[src/hw/frame_pkg.sv]
package frame_pkg;

        typedef logic [7:0] byte_t;

        // one position per byte, x in the high nibble
        typedef struct packed {
                logic [3:0] x;
                logic [3:0] y;
        } position_t;

        localparam int NUM_ASTEROIDS = 4;
        localparam int NUM_SHOTS     = 2;

        typedef struct packed {
                byte_t                         score;
                position_t [NUM_ASTEROIDS-1:0] asteroids;
                position_t [NUM_SHOTS-1:0]     shots;
        } game_state_t; // 56 bits

        localparam byte_t FOOTER_BYTE = 8'h0A;

        localparam int INDEX_WIDTH = 3;

        // order matters, the sequencer steps through these in sequence
        typedef enum logic [1:0] {
                SEC_SCORE, SEC_ASTEROID, SEC_SHOT, SEC_FOOTER
        } section_e;

        typedef enum logic [2:0] {
                ST_IDLE, ST_CAPTURE, ST_START, ST_WAIT, ST_STEP, ST_DONE
        } sequencer_state_e;

endpackage
[src/hw/game_frame_sender.sv]
`timescale 1ns/1ps

module game_frame_sender
        import frame_pkg::*;
#(
        parameter int CLKS_PER_BIT = 4,
        parameter int NUM_FOOTER   = 2
) (
        input  logic        clock,
        input  logic        reset,
        input  logic        send_frame,
        input  game_state_t game_state,
        output logic        serial,
        output logic        busy,
        output logic        frame_done
);

        section_e               section;
        logic                   clear;
        logic                   advance;
        logic                   capture;
        logic                   tx_start;
        logic                   tx_done;
        logic                   last;
        logic [INDEX_WIDTH-1:0] index;
        byte_t                  tx_byte;

        frame_sequencer i_frame_sequencer (
                .clock, .reset, .send_frame, .tx_done, .last,
                .section, .clear, .advance, .capture, .tx_start, .busy, .frame_done
        );

        frame_item_counter #(
                .NUM_FOOTER(NUM_FOOTER)
        ) i_frame_item_counter (
                .clock, .reset, .section, .clear, .advance, .index, .last
        );

        frame_assembler i_frame_assembler (
                .clock, .reset, .capture, .game_state, .section, .index, .tx_byte
        );

        uart_tx #(
                .CLKS_PER_BIT(CLKS_PER_BIT)
        ) i_uart_tx (
                .clock, .reset, .tx_start, .tx_byte, .serial, .tx_done
        );

endmodule

[src/hw/uart_tx.sv]
`timescale 1ns/1ps

module uart_tx
        import frame_pkg::*;
#(
        parameter int CLKS_PER_BIT = 4
) (
        input  logic  clock,
        input  logic  reset,
        input  logic  tx_start,
        input  byte_t tx_byte,
        output logic  serial,
        output logic  tx_done
);

        localparam int TIMER_WIDTH = $clog2(CLKS_PER_BIT + 1);
        localparam logic [TIMER_WIDTH-1:0] TIMER_LAST = TIMER_WIDTH'(CLKS_PER_BIT - 1);

        logic                   active;
        logic [9:0]             shifter;   // stop, data, start
        logic [TIMER_WIDTH-1:0] timer;
        logic [3:0]             bit_count;
        logic                   bit_end;

        assign bit_end = (timer == TIMER_LAST);

        always_ff @(posedge clock or posedge reset) begin
                if (reset) begin
                        active    <= 1'b0;
                        timer     <= '0;
                        bit_count <= '0;
                        tx_done   <= 1'b0;
                end else begin
                        tx_done <= 1'b0;
                        if (!active) begin
                                if (tx_start) begin
                                        active    <= 1'b1;
                                        timer     <= '0;
                                        bit_count <= '0;
                                end
                        end else if (bit_end) begin
                                timer     <= '0;
                                bit_count <= bit_count + 1'b1;
                                if (bit_count == 4'd9) begin // stop bit finished
                                        active  <= 1'b0;
                                        tx_done <= 1'b1;
                                end
                        end else begin
                                timer <= timer + 1'b1;
                        end
                end
        end

        always_ff @(posedge clock) begin
                if (!active && tx_start) begin
                        shifter <= {1'b1, tx_byte, 1'b0};
                end else if (active && bit_end) begin
                        shifter <= {1'b1, shifter[9:1]}; // lsb first
                end
        end

        assign serial = active ? shifter[0] : 1'b1;

        assert property (@(posedge clock) disable iff (reset) tx_start |-> !active)
                else $error("tx_start during a transmission");

endmodule

[src/hw/frame_assembler.sv]
`timescale 1ns/1ps

module frame_assembler
        import frame_pkg::*;
(
        input  logic                   clock,
        input  logic                   reset,
        input  logic                   capture,
        input  game_state_t            game_state,
        input  section_e               section,
        input  logic [INDEX_WIDTH-1:0] index,
        output byte_t                  tx_byte
);

        game_state_t snapshot;

        // frozen for the whole frame, later game_state changes wait for the next one
        always_ff @(posedge clock or posedge reset) begin
                if (reset) begin
                        snapshot <= '0;
                end else if (capture) begin
                        snapshot <= game_state;
                end
        end

        always_comb begin
                case (section)
                        SEC_SCORE: begin
                                tx_byte = snapshot.score;
                        end
                        SEC_ASTEROID: begin
                                tx_byte = byte_t'(snapshot.asteroids[index]);
                        end
                        SEC_SHOT: begin
                                tx_byte = byte_t'(snapshot.shots[index]);
                        end
                        default: begin
                                tx_byte = FOOTER_BYTE;
                        end
                endcase
        end

        // index stays inside the array of the section being read
        assert property (@(posedge clock) disable iff (reset)
                (section == SEC_SHOT) |-> (index < INDEX_WIDTH'(NUM_SHOTS)))
                else $error("shot index out of range");

endmodule

[src/hw/frame_item_counter.sv]
`timescale 1ns/1ps

module frame_item_counter
        import frame_pkg::*;
#(
        parameter int NUM_FOOTER = 2
) (
        input  logic                   clock,
        input  logic                   reset,
        input  section_e               section,
        input  logic                   clear,
        input  logic                   advance,
        output logic [INDEX_WIDTH-1:0] index,
        output logic                   last
);

        logic [INDEX_WIDTH-1:0] last_index;

        always_ff @(posedge clock or posedge reset) begin
                if (reset) begin
                        index <= '0;
                end else if (clear) begin
                        index <= '0;
                end else if (advance) begin
                        index <= index + 1'b1;
                end
        end

        // item count of the current section, minus one
        always_comb begin
                case (section)
                        SEC_SCORE:    last_index = '0;
                        SEC_ASTEROID: last_index = INDEX_WIDTH'(NUM_ASTEROIDS - 1);
                        SEC_SHOT:     last_index = INDEX_WIDTH'(NUM_SHOTS - 1);
                        default:      last_index = INDEX_WIDTH'(NUM_FOOTER - 1);
                endcase
        end

        assign last = (index == last_index);

        // the sequencer has to switch section instead of stepping past the end
        assert property (@(posedge clock) disable iff (reset) !(advance && last))
                else $error("advance past the last item of a section");

endmodule

[src/hw/frame_sequencer.sv]
`timescale 1ns/1ps

module frame_sequencer
        import frame_pkg::*;
(
        input  logic     clock,
        input  logic     reset,
        input  logic     send_frame,
        input  logic     tx_done,
        input  logic     last,
        output section_e section,
        output logic     clear,
        output logic     advance,
        output logic     capture,
        output logic     tx_start,
        output logic     busy,
        output logic     frame_done
);

        sequencer_state_e state, next_state;
        logic             section_end; // last item of a section other than the footer

        assign section_end = (state == ST_STEP) && last && (section != SEC_FOOTER);

        always_ff @(posedge clock or posedge reset) begin
                if (reset) begin
                        state <= ST_IDLE;
                end else begin
                        state <= next_state;
                end
        end

        always_comb begin
                next_state = state;
                case (state)
                        ST_IDLE:    next_state = send_frame ? ST_CAPTURE : ST_IDLE;
                        ST_CAPTURE: next_state = ST_START;
                        ST_START:   next_state = ST_WAIT;
                        ST_WAIT:    next_state = tx_done ? ST_STEP : ST_WAIT;
                        ST_STEP: begin
                                if (last && section == SEC_FOOTER) begin
                                        next_state = ST_DONE;
                                end else begin
                                        next_state = ST_START;
                                end
                        end
                        ST_DONE:    next_state = ST_IDLE;
                        default:    next_state = ST_IDLE;
                endcase
        end

        // section register steps on after the last item of each section
        always_ff @(posedge clock or posedge reset) begin
                if (reset) begin
                        section <= SEC_SCORE;
                end else if (state == ST_CAPTURE) begin
                        section <= SEC_SCORE;
                end else if (section_end) begin
                        case (section)
                                SEC_SCORE:    section <= SEC_ASTEROID;
                                SEC_ASTEROID: section <= SEC_SHOT;
                                default:      section <= SEC_FOOTER;
                        endcase
                end
        end

        always_comb begin
                capture    = (state == ST_CAPTURE);
                tx_start   = (state == ST_START);
                busy       = (state != ST_IDLE);
                frame_done = (state == ST_DONE);
                advance    = (state == ST_STEP) && !last;
                clear      = (state == ST_CAPTURE) || section_end;
        end

        // snapshot must be settled before the first byte is latched
        assert property (@(posedge clock) disable iff (reset) !(tx_start && capture))
                else $error("tx_start and capture asserted together");

endmodule

[config.mk]
export PLATFORM = sky130hd
export DESIGN_NAME = game_frame_sender
export DESIGN_NICKNAME = d
export VERILOG_FILES = /design/src/hw/frame_pkg.sv /design/src/hw/game_frame_sender.sv /design/src/hw/uart_tx.sv /design/src/hw/frame_assembler.sv /design/src/hw/frame_item_counter.sv /design/src/hw/frame_sequencer.sv
export SDC_FILE = /design/constraint.sdc
export NUM_CORES = 1
export LEC_CHECK = 0
export ABC_AREA = 1
export BUFFER_PORTS_ARGS = -buffer_cell sky130_fd_sc_hd__buf_2
export CAP_MARGIN = 20
export CORE_ASPECT_RATIO = 0.75
export CORE_MARGIN = 2
export CORE_UTILIZATION = 35
export CTS_BUF_LIST = sky130_fd_sc_hd__clkbuf_16
export DETAILED_ROUTE_END_ITERATION = 10
export GPL_TIMING_DRIVEN = 0
export PLACE_DENSITY = 0.59
export SLEW_MARGIN = 30
export SYNTH_ARGS = -nofsm -noshare
export SYNTH_HDL_FRONTEND = slang
export SYNTH_SLANG_ARGS = --single-unit
[constraint.sdc]
create_clock -name clock -period 1.94 [get_ports clock]
set_input_delay 0.097 -clock clock [delete_from_list [all_inputs] [get_ports clock]]
set_output_delay 0.097 -clock clock [all_outputs]
set_load 0.03 [all_outputs]
### Word-level counts from Yosys, hierarchy flattened

Cells that the tools add are included.

| storage, ports and cells | value |
|---|---|
| word-level logic and storage cells | 88 |
| register bits | 82 |
| bits of input ports | 59 |
| output and inout port bits | 3 |

| cells by class | value |
|---|---|
| equal/unequal tests | 13 |
| mux-type cells | 31 |
| $add $sub $neg | 3 |
| reduce and logical (&&, ||, !) cells | 17 |
| order comparisons | 2 |

Operators with widths:

| kind | count |
|---|---|
| 8-bit 2-to-1 mux | 3 |
| 8-bit case mux with 3 select lines | 1 |
| 3-bit 2-to-1 mux | 7 |
| 9-bit 2-to-1 mux | 2 |
| 8-bit binary-select mux with 2-bit select | 1 |
| 3-bit case mux with 5 select lines | 1 |
| 4-bit 2-to-1 mux | 3 |
| 3-bit by 2-bit equality test with 1-bit output, second input constant | 3 |
| 1-bit 2-to-1 mux | 9 |
| 2-bit case mux with 2 select lines | 2 |
| 2-bit nonzero test | 4 |
| 3-bit by 1-bit adder with 3-bit output, second input constant | 2 |
| 3-bit equality test, second input constant | 2 |
| 1-bit logical AND | 6 |
| 4-bit by 1-bit adder with 4-bit output, second input constant | 1 |
| 2-bit equality test, second input constant | 2 |
| 4-bit equality test, second input constant | 1 |
| 2-bit 2-to-1 mux | 2 |
| 2-bit inequality test, second input constant | 2 |
| 3-bit by 1-bit equality test with 1-bit output, second input constant | 1 |
| 3-bit by 2-bit equality test with 1-bit output | 1 |
| 3-bit zero test | 1 |
| 3-bit by 2-bit < comparator with 1-bit output, second input constant | 1 |
| 3-bit < comparator, second input constant | 1 |
| other kinds (6) | 7 |

### Longest topological paths before layout

Gate-level depths: netlist of run 1.

| depth | value |
|---|---|
| depth after elaboration | 7 |
| depth in mapped cells | 9 |
| depth with buffers taken out | 8 |

### Modules after synthesis

Synthesis of run 1 repeated with hierarchy kept, for this count alone.

| second synthesis, totals | value |
|---|---|
| cell total of the unflattened synthesis | 474 |
| area, all modules | 3962.6 µm² |

Modules (own cells, without submodules):

| module | area each (µm²) | instances | seq. area each (µm²) | cells an instance |
|---|---|---|---|---|
| frame_assembler | 2617.5 | 1 | 1401.3 | 316 |
| uart_tx | 853.3 | 1 | 485.5 | 89 |
| frame_sequencer | 302.8 | 1 | 125.1 | 41 |
| frame_item_counter | 188.9 | 1 | 75.1 | 28 |

### Least setup slack after synthesis of run 1

No wires, ideal clock.

| timing path | value |
|---|---|
| kind | register to register |
| start point | register i_uart_tx.timer[0] |
| end point | register i_uart_tx.shifter[1], enable pin |
| library setup time | 337 ps |
| stages on the path, launching flop included | 6 |
| arrival | 1009 ps |
| slack | 594 ps |
| path buffers | 0 |
| period minus slack after synthesis | 1346 ps |
| data required time | 1603 ps |
| cells stage by stage | dfrtp_1 -> ha_1 -> nand2_1 -> nor2_2 -> inv_1 -> nand2_1 |

| on the way | value |
|---|---|
| cells in the longest elaborated chain, start to end | 3 |

Ends and longest elaborated chain:

| what | line | text |
|---|---|---|
| from (decl) | uart_tx.sv:21 | `logic [TIMER_WIDTH-1:0] timer;` |
| from (signal assigned) | uart_tx.sv:49 | `timer <= timer + 1'b1;` |
| 3-bit by 2-bit equality test with 1-bit output | uart_tx.sv:25 | `assign bit_end = (timer == TIMER_LAST);` |
| 1-bit logical AND | uart_tx.sv:57 | `end else if (active && bit_end) begin` |
| 2-bit nonzero test (no source line) | - |  |
| to (signal assigned) | uart_tx.sv:56 | `shifter <= {1'b1, tx_byte, 1'b0};` |
| to (signal assigned) | uart_tx.sv:58 | `shifter <= {1'b1, shifter[9:1]};` |
| to (decl) | uart_tx.sv:20 | `logic [9:0] shifter;` |

No other way between the ends.
A chain may end at the register's enable or synchronous reset.

### Worst setup path after layout of run 1

| timing path | value |
|---|---|
| start point | register i_frame_item_counter.index[0] |
| end point | register i_uart_tx.shifter[1] (data pin) |

| on the way | value |
|---|---|
| cells in the longest elaborated chain, start to end | 4 |
| elaborated cells between the ends (all ways) | 6 |
| those cells by class | mux: 6 |

Ends and longest elaborated chain:

| what | line | text |
|---|---|---|
| from (decl) | frame_item_counter.sv:13 | `output logic [INDEX_WIDTH-1:0] index,` |
| from (signal assigned) | frame_item_counter.sv:25 | `index <= index + 1'b1;` |
| 8-bit binary-select mux with 2-bit select / 8-bit 2-to-1 mux (equally long branches) | frame_assembler.sv:32, frame_assembler.sv:35 |  |
| 8-bit 2-to-1 mux, on equally long branches | frame_assembler.sv:32, frame_assembler.sv:35 |  |
| 8-bit case mux with 3 select lines * | frame_assembler.sv:27 | `case (section)` |
| 9-bit 2-to-1 mux * | uart_tx.sv:55 | `if (!active && tx_start) begin` |

Mark *: on every way between the ends. The rest lies on a longest branch, timed or not. The select of a mux whose other input is x is not followed.

==> results.yml, run 1 <==
critical_path:
  end_kind: "flip-flop"
  startpoint_type: "flip-flop"
  arrival_ps: 1740
  path_class: "flip-flop to flip-flop"
  cp_max_fo: 10
  critPathRequiredTime_ps: 2040
  rr_worst_depth: 8
routing:
  vias: 3129
  drcViolationCount: 0
  drt_iter0_drc: 134
  ant_nets: 0
  via_per_inst: 4.74
  first_pass_iters: 4
  routed_wl_um: 9500
  detail_route.wl_per_cell_um: 14.4
placement:
  dp_cells: 598
  detailed_place_hpwl_um: 7060
  place.gp.congestion: 0.844
  portBuffers: 61
  place_area_sq_mm: 0.00455
global_route:
  grt_use_met1_pct: 23.5
  grt_util_met3_pct: 4.48
  track_usage_pct: 16.5
  grt_pass1_wl_um: 15700
  antenna_found_initial: 0
  grt_start_max_net_pins: 27
  grt.met2_usage_pct: 23.9
  grt_pass1_vias: 3160
  grt-ovfl-total: 0
  busiest_layer: "met2"
synthesis:
  synth.distinct_cells: 32
  synth_top_cell_by_area: "dfrtp_1"
  ys_ff_latch: 82
  postSynthAreaPerCell_sq_um: 10.2
  ys_top_cells_by_count: "89 x nand2_1, 73 x dfrtp_1, 42 x nor2_1, 30 x mux2_4, 28 x inv_1"
  ys_seq_area_share_pct: 51.8
  netlist_instances: 395
  async_flop_share_pct: 89.0
  synthTopCellsByArea: "dfrtp_1 45%, mux2_4 11%, nand2_1 8.3%, edfxtp_1 6.0%, mux2_2 4.2%"
  yosysMostFrequentCell: "nand2_1"
  synth_edf_count: 8
  synth_fp_nets: 458
  ys_warn_count: 0
  synth_top_cell_area_share_pct: 45.4
  synth_top_flop_cell: "dfrtp_1"
  syn_area_sq_mm: 0.00403
final_layout:
  fin_area_sq_mm: 0.00527
  fin_cells: 660
  fin_nets: 578
  antenna_cells: 0
  n_fill_cell: 1046
  area_growth_pct: 30.8
  drive_gt1_share_pct: 29.6
floorplanning:
  initial_core_util_pct: 36.4
  core_area_sq_mm: 0.0111
  dieArea_sq_mm: 0.0124
  die_w_um: 128
  die_h_um: 96.9
  rows: 33
  io_pins: 62
hold_path:
  holdPathStages: 3
  hold_class: "primary input to flip-flop"
power:
  pwr-share-clk_pct: 41.4
  power_density_mw_per_mm2: 681
  p_total_mw: 3.59
  p_sw_mw: 0.779
  internal-power_mw: 2.81
  p_leak_nw: 2.62
  pwr-share-seq_pct: 50.9
  combPwrFrac_pct: 7.7
  vdd_ir_drop_max_mv: 0.406
  switching_share_pct: 21.7
cts:
  cts.sinks: 82
  clockBufferDepth: 2
  clkLatencyLatePin_ps: 340
  numCtsBuffers: 9
  root_buffer: "clkbuf_16"
  htreeDepth: 3
  cts_tree: "done"
  clkTransAtPathRegs_ps: 60
timing:
  worstMarginPinSlew_ps: 592
  skew_ps: 4.36
  slew_viol_final: 0
  finalSetupViolCount: 0
  min_period_over_period_pct: 84.8
  hold_violations: 0
  rsz0062_at_grt: "no"
  fmax_mhz: 608
  finalCriticalPeriod_ps: 1640
  tns_ps: 0
  holdWs_ps: 10.3
  slew_headroom_pct: 60.4
outcome:
  run_status: "complete, no violations"
run:
  drv_cap: 0
==> path summary, 6_finish.rpt <==
path / endpoint / from / slack (ps)
worst min register to register: i_uart_tx.shifter[0]$_SDFFE_PP0P_ / i_uart_tx.shifter[0]$_SDFFE_PP0P_ / 470
worst max-delay path: i_uart_tx.shifter[1]$_DFFE_PP_ / i_frame_item_counter.index[0]$_DFFE_PP0P_ / 300
max in group asynchronous: i_frame_sequencer.state[1]$_DFF_PP0_ / reset / 1060
worst min-delay path: i_frame_assembler.snapshot[31]$_DFFE_PP0P_ / game_state[31] / 10
min in group asynchronous: i_frame_assembler.snapshot[35]$_DFFE_PP0P_ / reset / 360
worst max register to register: i_uart_tx.shifter[1]$_DFFE_PP_ / i_frame_item_counter.index[0]$_DFFE_PP0P_ / 300
==> routing by layer <==
layer,routed length [um],vias up
met5,0,-
met4,153,0
met3,538,17
met2,4070,79
met1,4730,1489
li1,-,1544
==> through the flow <==
stage | utilization, % | setup slack, ps
CTS | 47.6 | 329
global route | 47.6 | 213
detailed placement | 41.1 | 346
floorplan | - | 594
global placement | 40.8 | 354
finish | 47.6 | 295
==> cells by family (layout without fill, tap and decap cells) <==
group / count (synthesis) / in the layout / share of synthesized area (%)
adders and majority gates: 4 / 4 / 1.24
xor gates and xnor gates: 3 / 3 / 0.652
and+or+nand+nor: 167 / 167 / 17.7
buffers and inverters: 49 / 174 / 6.49
muxes: 45 / 45 / 15.4
AOI/OAI and AO/OA: 45 / 45 / 6.74
DFF: 82 / 82 / 51.8
==> critical path, stage by stage, from the launching register on <==
cell	delay (ps)
dfrtp_1	400
buf_4	190
buf_4	180
nor2_1	90
nor2_1	60
a22oi_1	240
nand2_1	110
nand2_1	70
nand2_1	50
==> final cells by class <==
| class | instances | area [sq um] | area share [%] |
|---|---|---|---|
| multi-input cells | 264 | 1680 | 31.9 |
| well taps | 140 | 175 | 3.33 |
| clock buffers | 9 | 225 | 4.28 |
| plain buffers | 17 | 141 | 2.68 |
| clock inverters | 7 | 28.8 | 0.546 |
| repair buffers | 109 | 806 | 15.3 |
| inverters | 32 | 124 | 2.35 |
| flip-flops and latches | 82 | 2090 | 39.6 |
==> placed cells by master, fill, tap and decap left out, types with 2 or more instances in the layout <==
cell	count
nor2_2	3
inv_2	4
dlygate4sd3_1	46
nand3_2	3
xor2_1	2
buf_2	66
or2_1	5
buf_4	5
o21ai_0	5
clkbuf_16	9
mux2_4	30
nand3_1	16
o21ai_1	3
nor2_1	42
clkinv_2	2
o211ai_1	10
a22oi_1	5
dfrtp_1	73
buf_12	2
a21oi_1	19
edfxtp_1	8
mux2_2	15
nand2_2	3
clkinv_1	3
ha_1	4
buf_6	7
nand2_1	89
inv_1	29
nand4_1	3
==> flip-flops by register name (all words and copies together), names as in the netlist <==
register and count:
i_uart_tx.timer 3, i_frame_sequencer.state 3, i_uart_tx.bit_count 4, i_uart_tx.tx_done 1
i_uart_tx.shifter 9, i_frame_assembler.snapshot 56, i_frame_item_counter.index 3, i_frame_sequencer.section 2
i_uart_tx.active 1
==> power by group through the flow <==
stage          registers (mW)  logic, mW  clock network (mW)
2_1_floorplan            1.84      0.115                   0
5_1_grt                  1.83      0.307                1.59
6_report                 1.82      0.276                1.48
4_1_cts                  1.82      0.280                1.53
3_5_place_dp             1.86      0.210                   0
3_3_place_gp             1.85      0.195                   0
==> timing repair <==
action / 4_1_cts / 5_1_grt
resized for setup: 0 / 0
buffers inserted: 0 / 0
hold buffers: 46 / 0
hold endpoints to repair: 67 / 0
(Power assumes the default switching activity.)
==> inputs of run 2 (changes only) <==
--- a/config.mk
+++ b/config.mk
@@ -5,7 +5,7 @@
 export SDC_FILE = /design/constraint.sdc
 export NUM_CORES = 1
 export LEC_CHECK = 0
-export ABC_AREA = 1
+export ABC_AREA = 0
 export BUFFER_PORTS_ARGS = -buffer_cell sky130_fd_sc_hd__buf_2
 export CAP_MARGIN = 20
 export CORE_ASPECT_RATIO = 0.75
@@ -14,7 +14,7 @@
 export CTS_BUF_LIST = sky130_fd_sc_hd__clkbuf_16
 export DETAILED_ROUTE_END_ITERATION = 10
 export GPL_TIMING_DRIVEN = 0
-export PLACE_DENSITY = 0.59
+export PLACE_DENSITY = 0.57
 export SLEW_MARGIN = 30
 export SYNTH_ARGS = -nofsm -noshare
 export SYNTH_HDL_FRONTEND = slang
==> constraint.sdc (replaced) <==
create_clock -name clock -period 1.6 [get_ports clock]
set_input_delay 0.08 -clock clock [delete_from_list [all_inputs] [get_ports clock]]
set_output_delay 0.08 -clock clock [all_outputs]
set_load 0.03 [all_outputs]
==> results.yml, run 2 <==
placement:
  detailed_place_hpwl_um: 6950
  place.gp.congestion: 0.762
  place_ws_ps: -450
  portBuffers: 61
final_layout:
  layout_common_cells: "172 x nand2_1, 70 x dfrtp_1, 64 x buf_2"
  final_common_cell: "nand2_1"
  drive_gt1_share_pct: 29.6
  regMostFlops: "i_frame_assembler.snapshot"
  multi_input_area_sq_mm: 0.00183
  largest_reg_flops: 56
  antenna_cells: 0
  area_growth_pct: 42.7
  largestRegisters: "i_frame_assembler.snapshot: 56 flops, i_uart_tx.shifter: 9 flops, i_uart_tx.bit_count: 4 flops"
  n_fill_cell: 1007
  fin_nets: 609
  regArea_sq_mm: 0.00209
global_route:
  grt_start_max_net_pins: 30
  busiest_layer: "met2"
  grt_use_met1_pct: 25.1
  grt_util_met3_pct: 4.67
  grt_pass1_wl_um: 17100
  grt_pass1_vias: 3420
  track_usage_pct: 18.3
  grt-ovfl-total: 0
  antenna_found_initial: 0
  grt.met2_usage_pct: 29.3
synthesis:
  ys_top_cells_by_count: "173 x nand2_1, 73 x dfrtp_1, 18 x clkbuf_1, 11 x nor2_1, 9 x mux2i_1"
  syn_area_sq_mm: 0.00394
  postSynthAreaPerCell_sq_um: 9.74
  yosysMostFrequentCell: "nand2_1"
  ys_ff_latch: 82
  async_flop_share_pct: 89.0
  synth_fp_nets: 467
  synth_top_cell_area_share_pct: 46.4
  synthTopCellsByArea: "dfrtp_1 46%, nand2_1 17%, edfxtp_1 6.1%, mux4_1 4.0%, mux2i_1 2.3%"
  synth_top_cell_by_area: "dfrtp_1"
  synth.distinct_cells: 52
  ys_seq_area_share_pct: 53.0
  ys_warn_count: 0
  synth_top_flop_cell: "dfrtp_1"
  synth_edf_count: 8
  netlist_instances: 404
critical_path:
  startpoint_type: "flip-flop"
  cp_max_fo: 7
  arrival_ps: 1900
  crit_path_max_incr_delay_ps: 490
  timing.rr.end: "i_uart_tx.shifter[7]$_DFFE_PP_"
  path_class: "flip-flop to flip-flop"
  cpMaxStageDelayCell: "mux4_2"
  reg2reg_from: "i_frame_item_counter.index[0]$_DFFE_PP0P_"
  end_kind: "flip-flop"
  critPathRequiredTime_ps: 1690
  r2r_setup_slack_ps: -210
  rr_worst_depth: 5
  cp_cell_sequence: "buf_6 > buf_12 > mux4_2 > and3_4 > a211o_1"
routing:
  via_per_inst: 4.90
  first_pass_iters: 4
  routed_wl_um: 10600
  drcViolationCount: 0
  detail_route.wl_per_cell_um: 15.3
  drt_iter0_drc: 201
  vias: 3386
  ant_nets: 0
cts:
  htreeDepth: 3
  root_buffer: "clkbuf_16"
  clkTransAtPathRegs_ps: 60
  cts.sinks: 82
  cts_tree: "done"
  clockBufferDepth: 2
  numCtsBuffers: 9
  clkLatencyLatePin_ps: 340
power:
  p_total_mw: 4.45
  power_density_mw_per_mm2: 793
  p_leak_nw: 2.67
  vdd_ir_drop_max_mv: 0.601
hold_path:
  hp-start: "send_frame"
  hold_class: "primary input to flip-flop"
  holdPathStages: 4
  min_to: "i_frame_sequencer.state[0]$_DFF_PP0_"
timing:
  slew_headroom_pct: 62.3
  finalSetupViolCount: 12
  rsz0062_at_grt: "yes"
  worstMarginPinSlew_ps: 565
  slew_viol_final: 0
  finalCriticalPeriod_ps: 1810
  min_period_over_period_pct: 113
  hold_violations: 0
  fin_ws_ps: -211
  fmax_mhz: 552
  skew_ps: 7.78
floorplanning:
  initial_core_util_pct: 36.0
  core_area_sq_mm: 0.0109
  rows: 33
  io_pins: 62
  die_h_um: 95.8
  dieArea_sq_mm: 0.0121
  die_w_um: 126
run:
  drv_cap: 0
outcome:
  violations: "setup timing"
  run_status: "complete, but fails checks"
-- run 2: cell count changes after synthesis, moves of 13 or more --
cell,previous run,this run
clkbuf_1,0,18
nand2_1,89,173
mux2_2,15,1
a21oi_1,19,6
inv_1,28,7
nor2_1,42,11
mux2_4,30,0
-- run 2: kinds of logic (layout without fill, tap and decap cells) --
family | count (synthesis) | after routing | share of synthesized area (%)
compound gates | 41 | 41 | 9.00
simple gates | 223 | 223 | 24.6
mux | 18 | 18 | 7.73
flops | 82 | 82 | 53.0
fa+ha+maj | 4 | 4 | 1.27
buf+inv | 36 | 183 | 4.39
-- run 2: worst max-delay path by stage --
| stage | endpoint | start |
|---|---|---|
| finish | i_uart_tx.shifter[7]$_DFFE_PP_ | i_frame_item_counter.index[0]$_DFFE_PP0P_ |
| global route | i_uart_tx.shifter[7]$_DFFE_PP_ | i_frame_item_counter.index[1]$_DFFE_PP0P_ |
| CTS | i_uart_tx.shifter[7]$_DFFE_PP_ | i_frame_item_counter.index[0]$_DFFE_PP0P_ |
| detailed placement | i_uart_tx.shifter[7]$_DFFE_PP_ | i_frame_item_counter.index[1]$_DFFE_PP0P_ |
| global placement | i_uart_tx.shifter[7]$_DFFE_PP_ | i_frame_item_counter.index[1]$_DFFE_PP0P_ |
| floorplan | i_uart_tx.shifter[7]$_DFFE_PP_ | i_frame_item_counter.index[0]$_DFFE_PP0P_ |
-- run 2: layer usage --
metal  share of wire, %  vias up
met5                  0        -
met4                1.4        0
met3                4.3       15
met2                 45       73
met1                 49     1643
li1                   -     1655
-- run 2: per-stage QoR --
stage	TNS, ps	util, %	cell area (sq um)	hold WS (ps)	std cells
3_5_place_dp	-15590	40.8	4460	118	607
5_1_grt	-2270	51.3	5620	269	691
2_1_floorplan	-660	-	3940	185	404
3_3_place_gp	-13840	40.4	4420	270	605
4_1_cts	-1720	50.2	5490	198	682
6_report	-1630	51.3	5620	211	691
-- run 2: power breakdown --
group / leakage [nW] / switching, mW / internal [mW]
logic: 1.59 / 0.131 / 0.199
registers: 0.942 / 0.0431 / 2.17
clock network: 0.137 / 0.863 / 1.05
total: 2.67 / 1.04 / 3.42
-- run 2: timing repair --
item | in CTS | in global routing
endpoints found under the setup margin | 82 | 75
hold endpoints to repair | 71 | 0
hold buffers | 57 | 0
buffers inserted | 4 | 9
resized for setup | 53 | 27
pin swaps | 13 | 2
-- run 2: final cells by class --
| cell class | instances | share of cell area, % |
|---|---|---|
| sequential | 82 | 37.2 |
| tap | 140 | 3.12 |
| inverter | 7 | 0.535 |
| clock buffer | 9 | 4.01 |
| buffer | 27 | 3.74 |
| multi-input combinational | 286 | 32.5 |
| timing repair buffer | 133 | 18.0 |
| clock inverter | 7 | 0.802 |
-- run 2: critical path, delay by kind of cell, from the launching register on --
| kind | cells | cell delay [ps] |
|---|---|---|
| AOI/OAI and AO/OA | 1 | 220 |
| buffers and inverters | 2 | 300 |
| DFF | 1 | 370 |
| muxes | 1 | 490 |
| and+or+nand+nor | 1 | 190 |
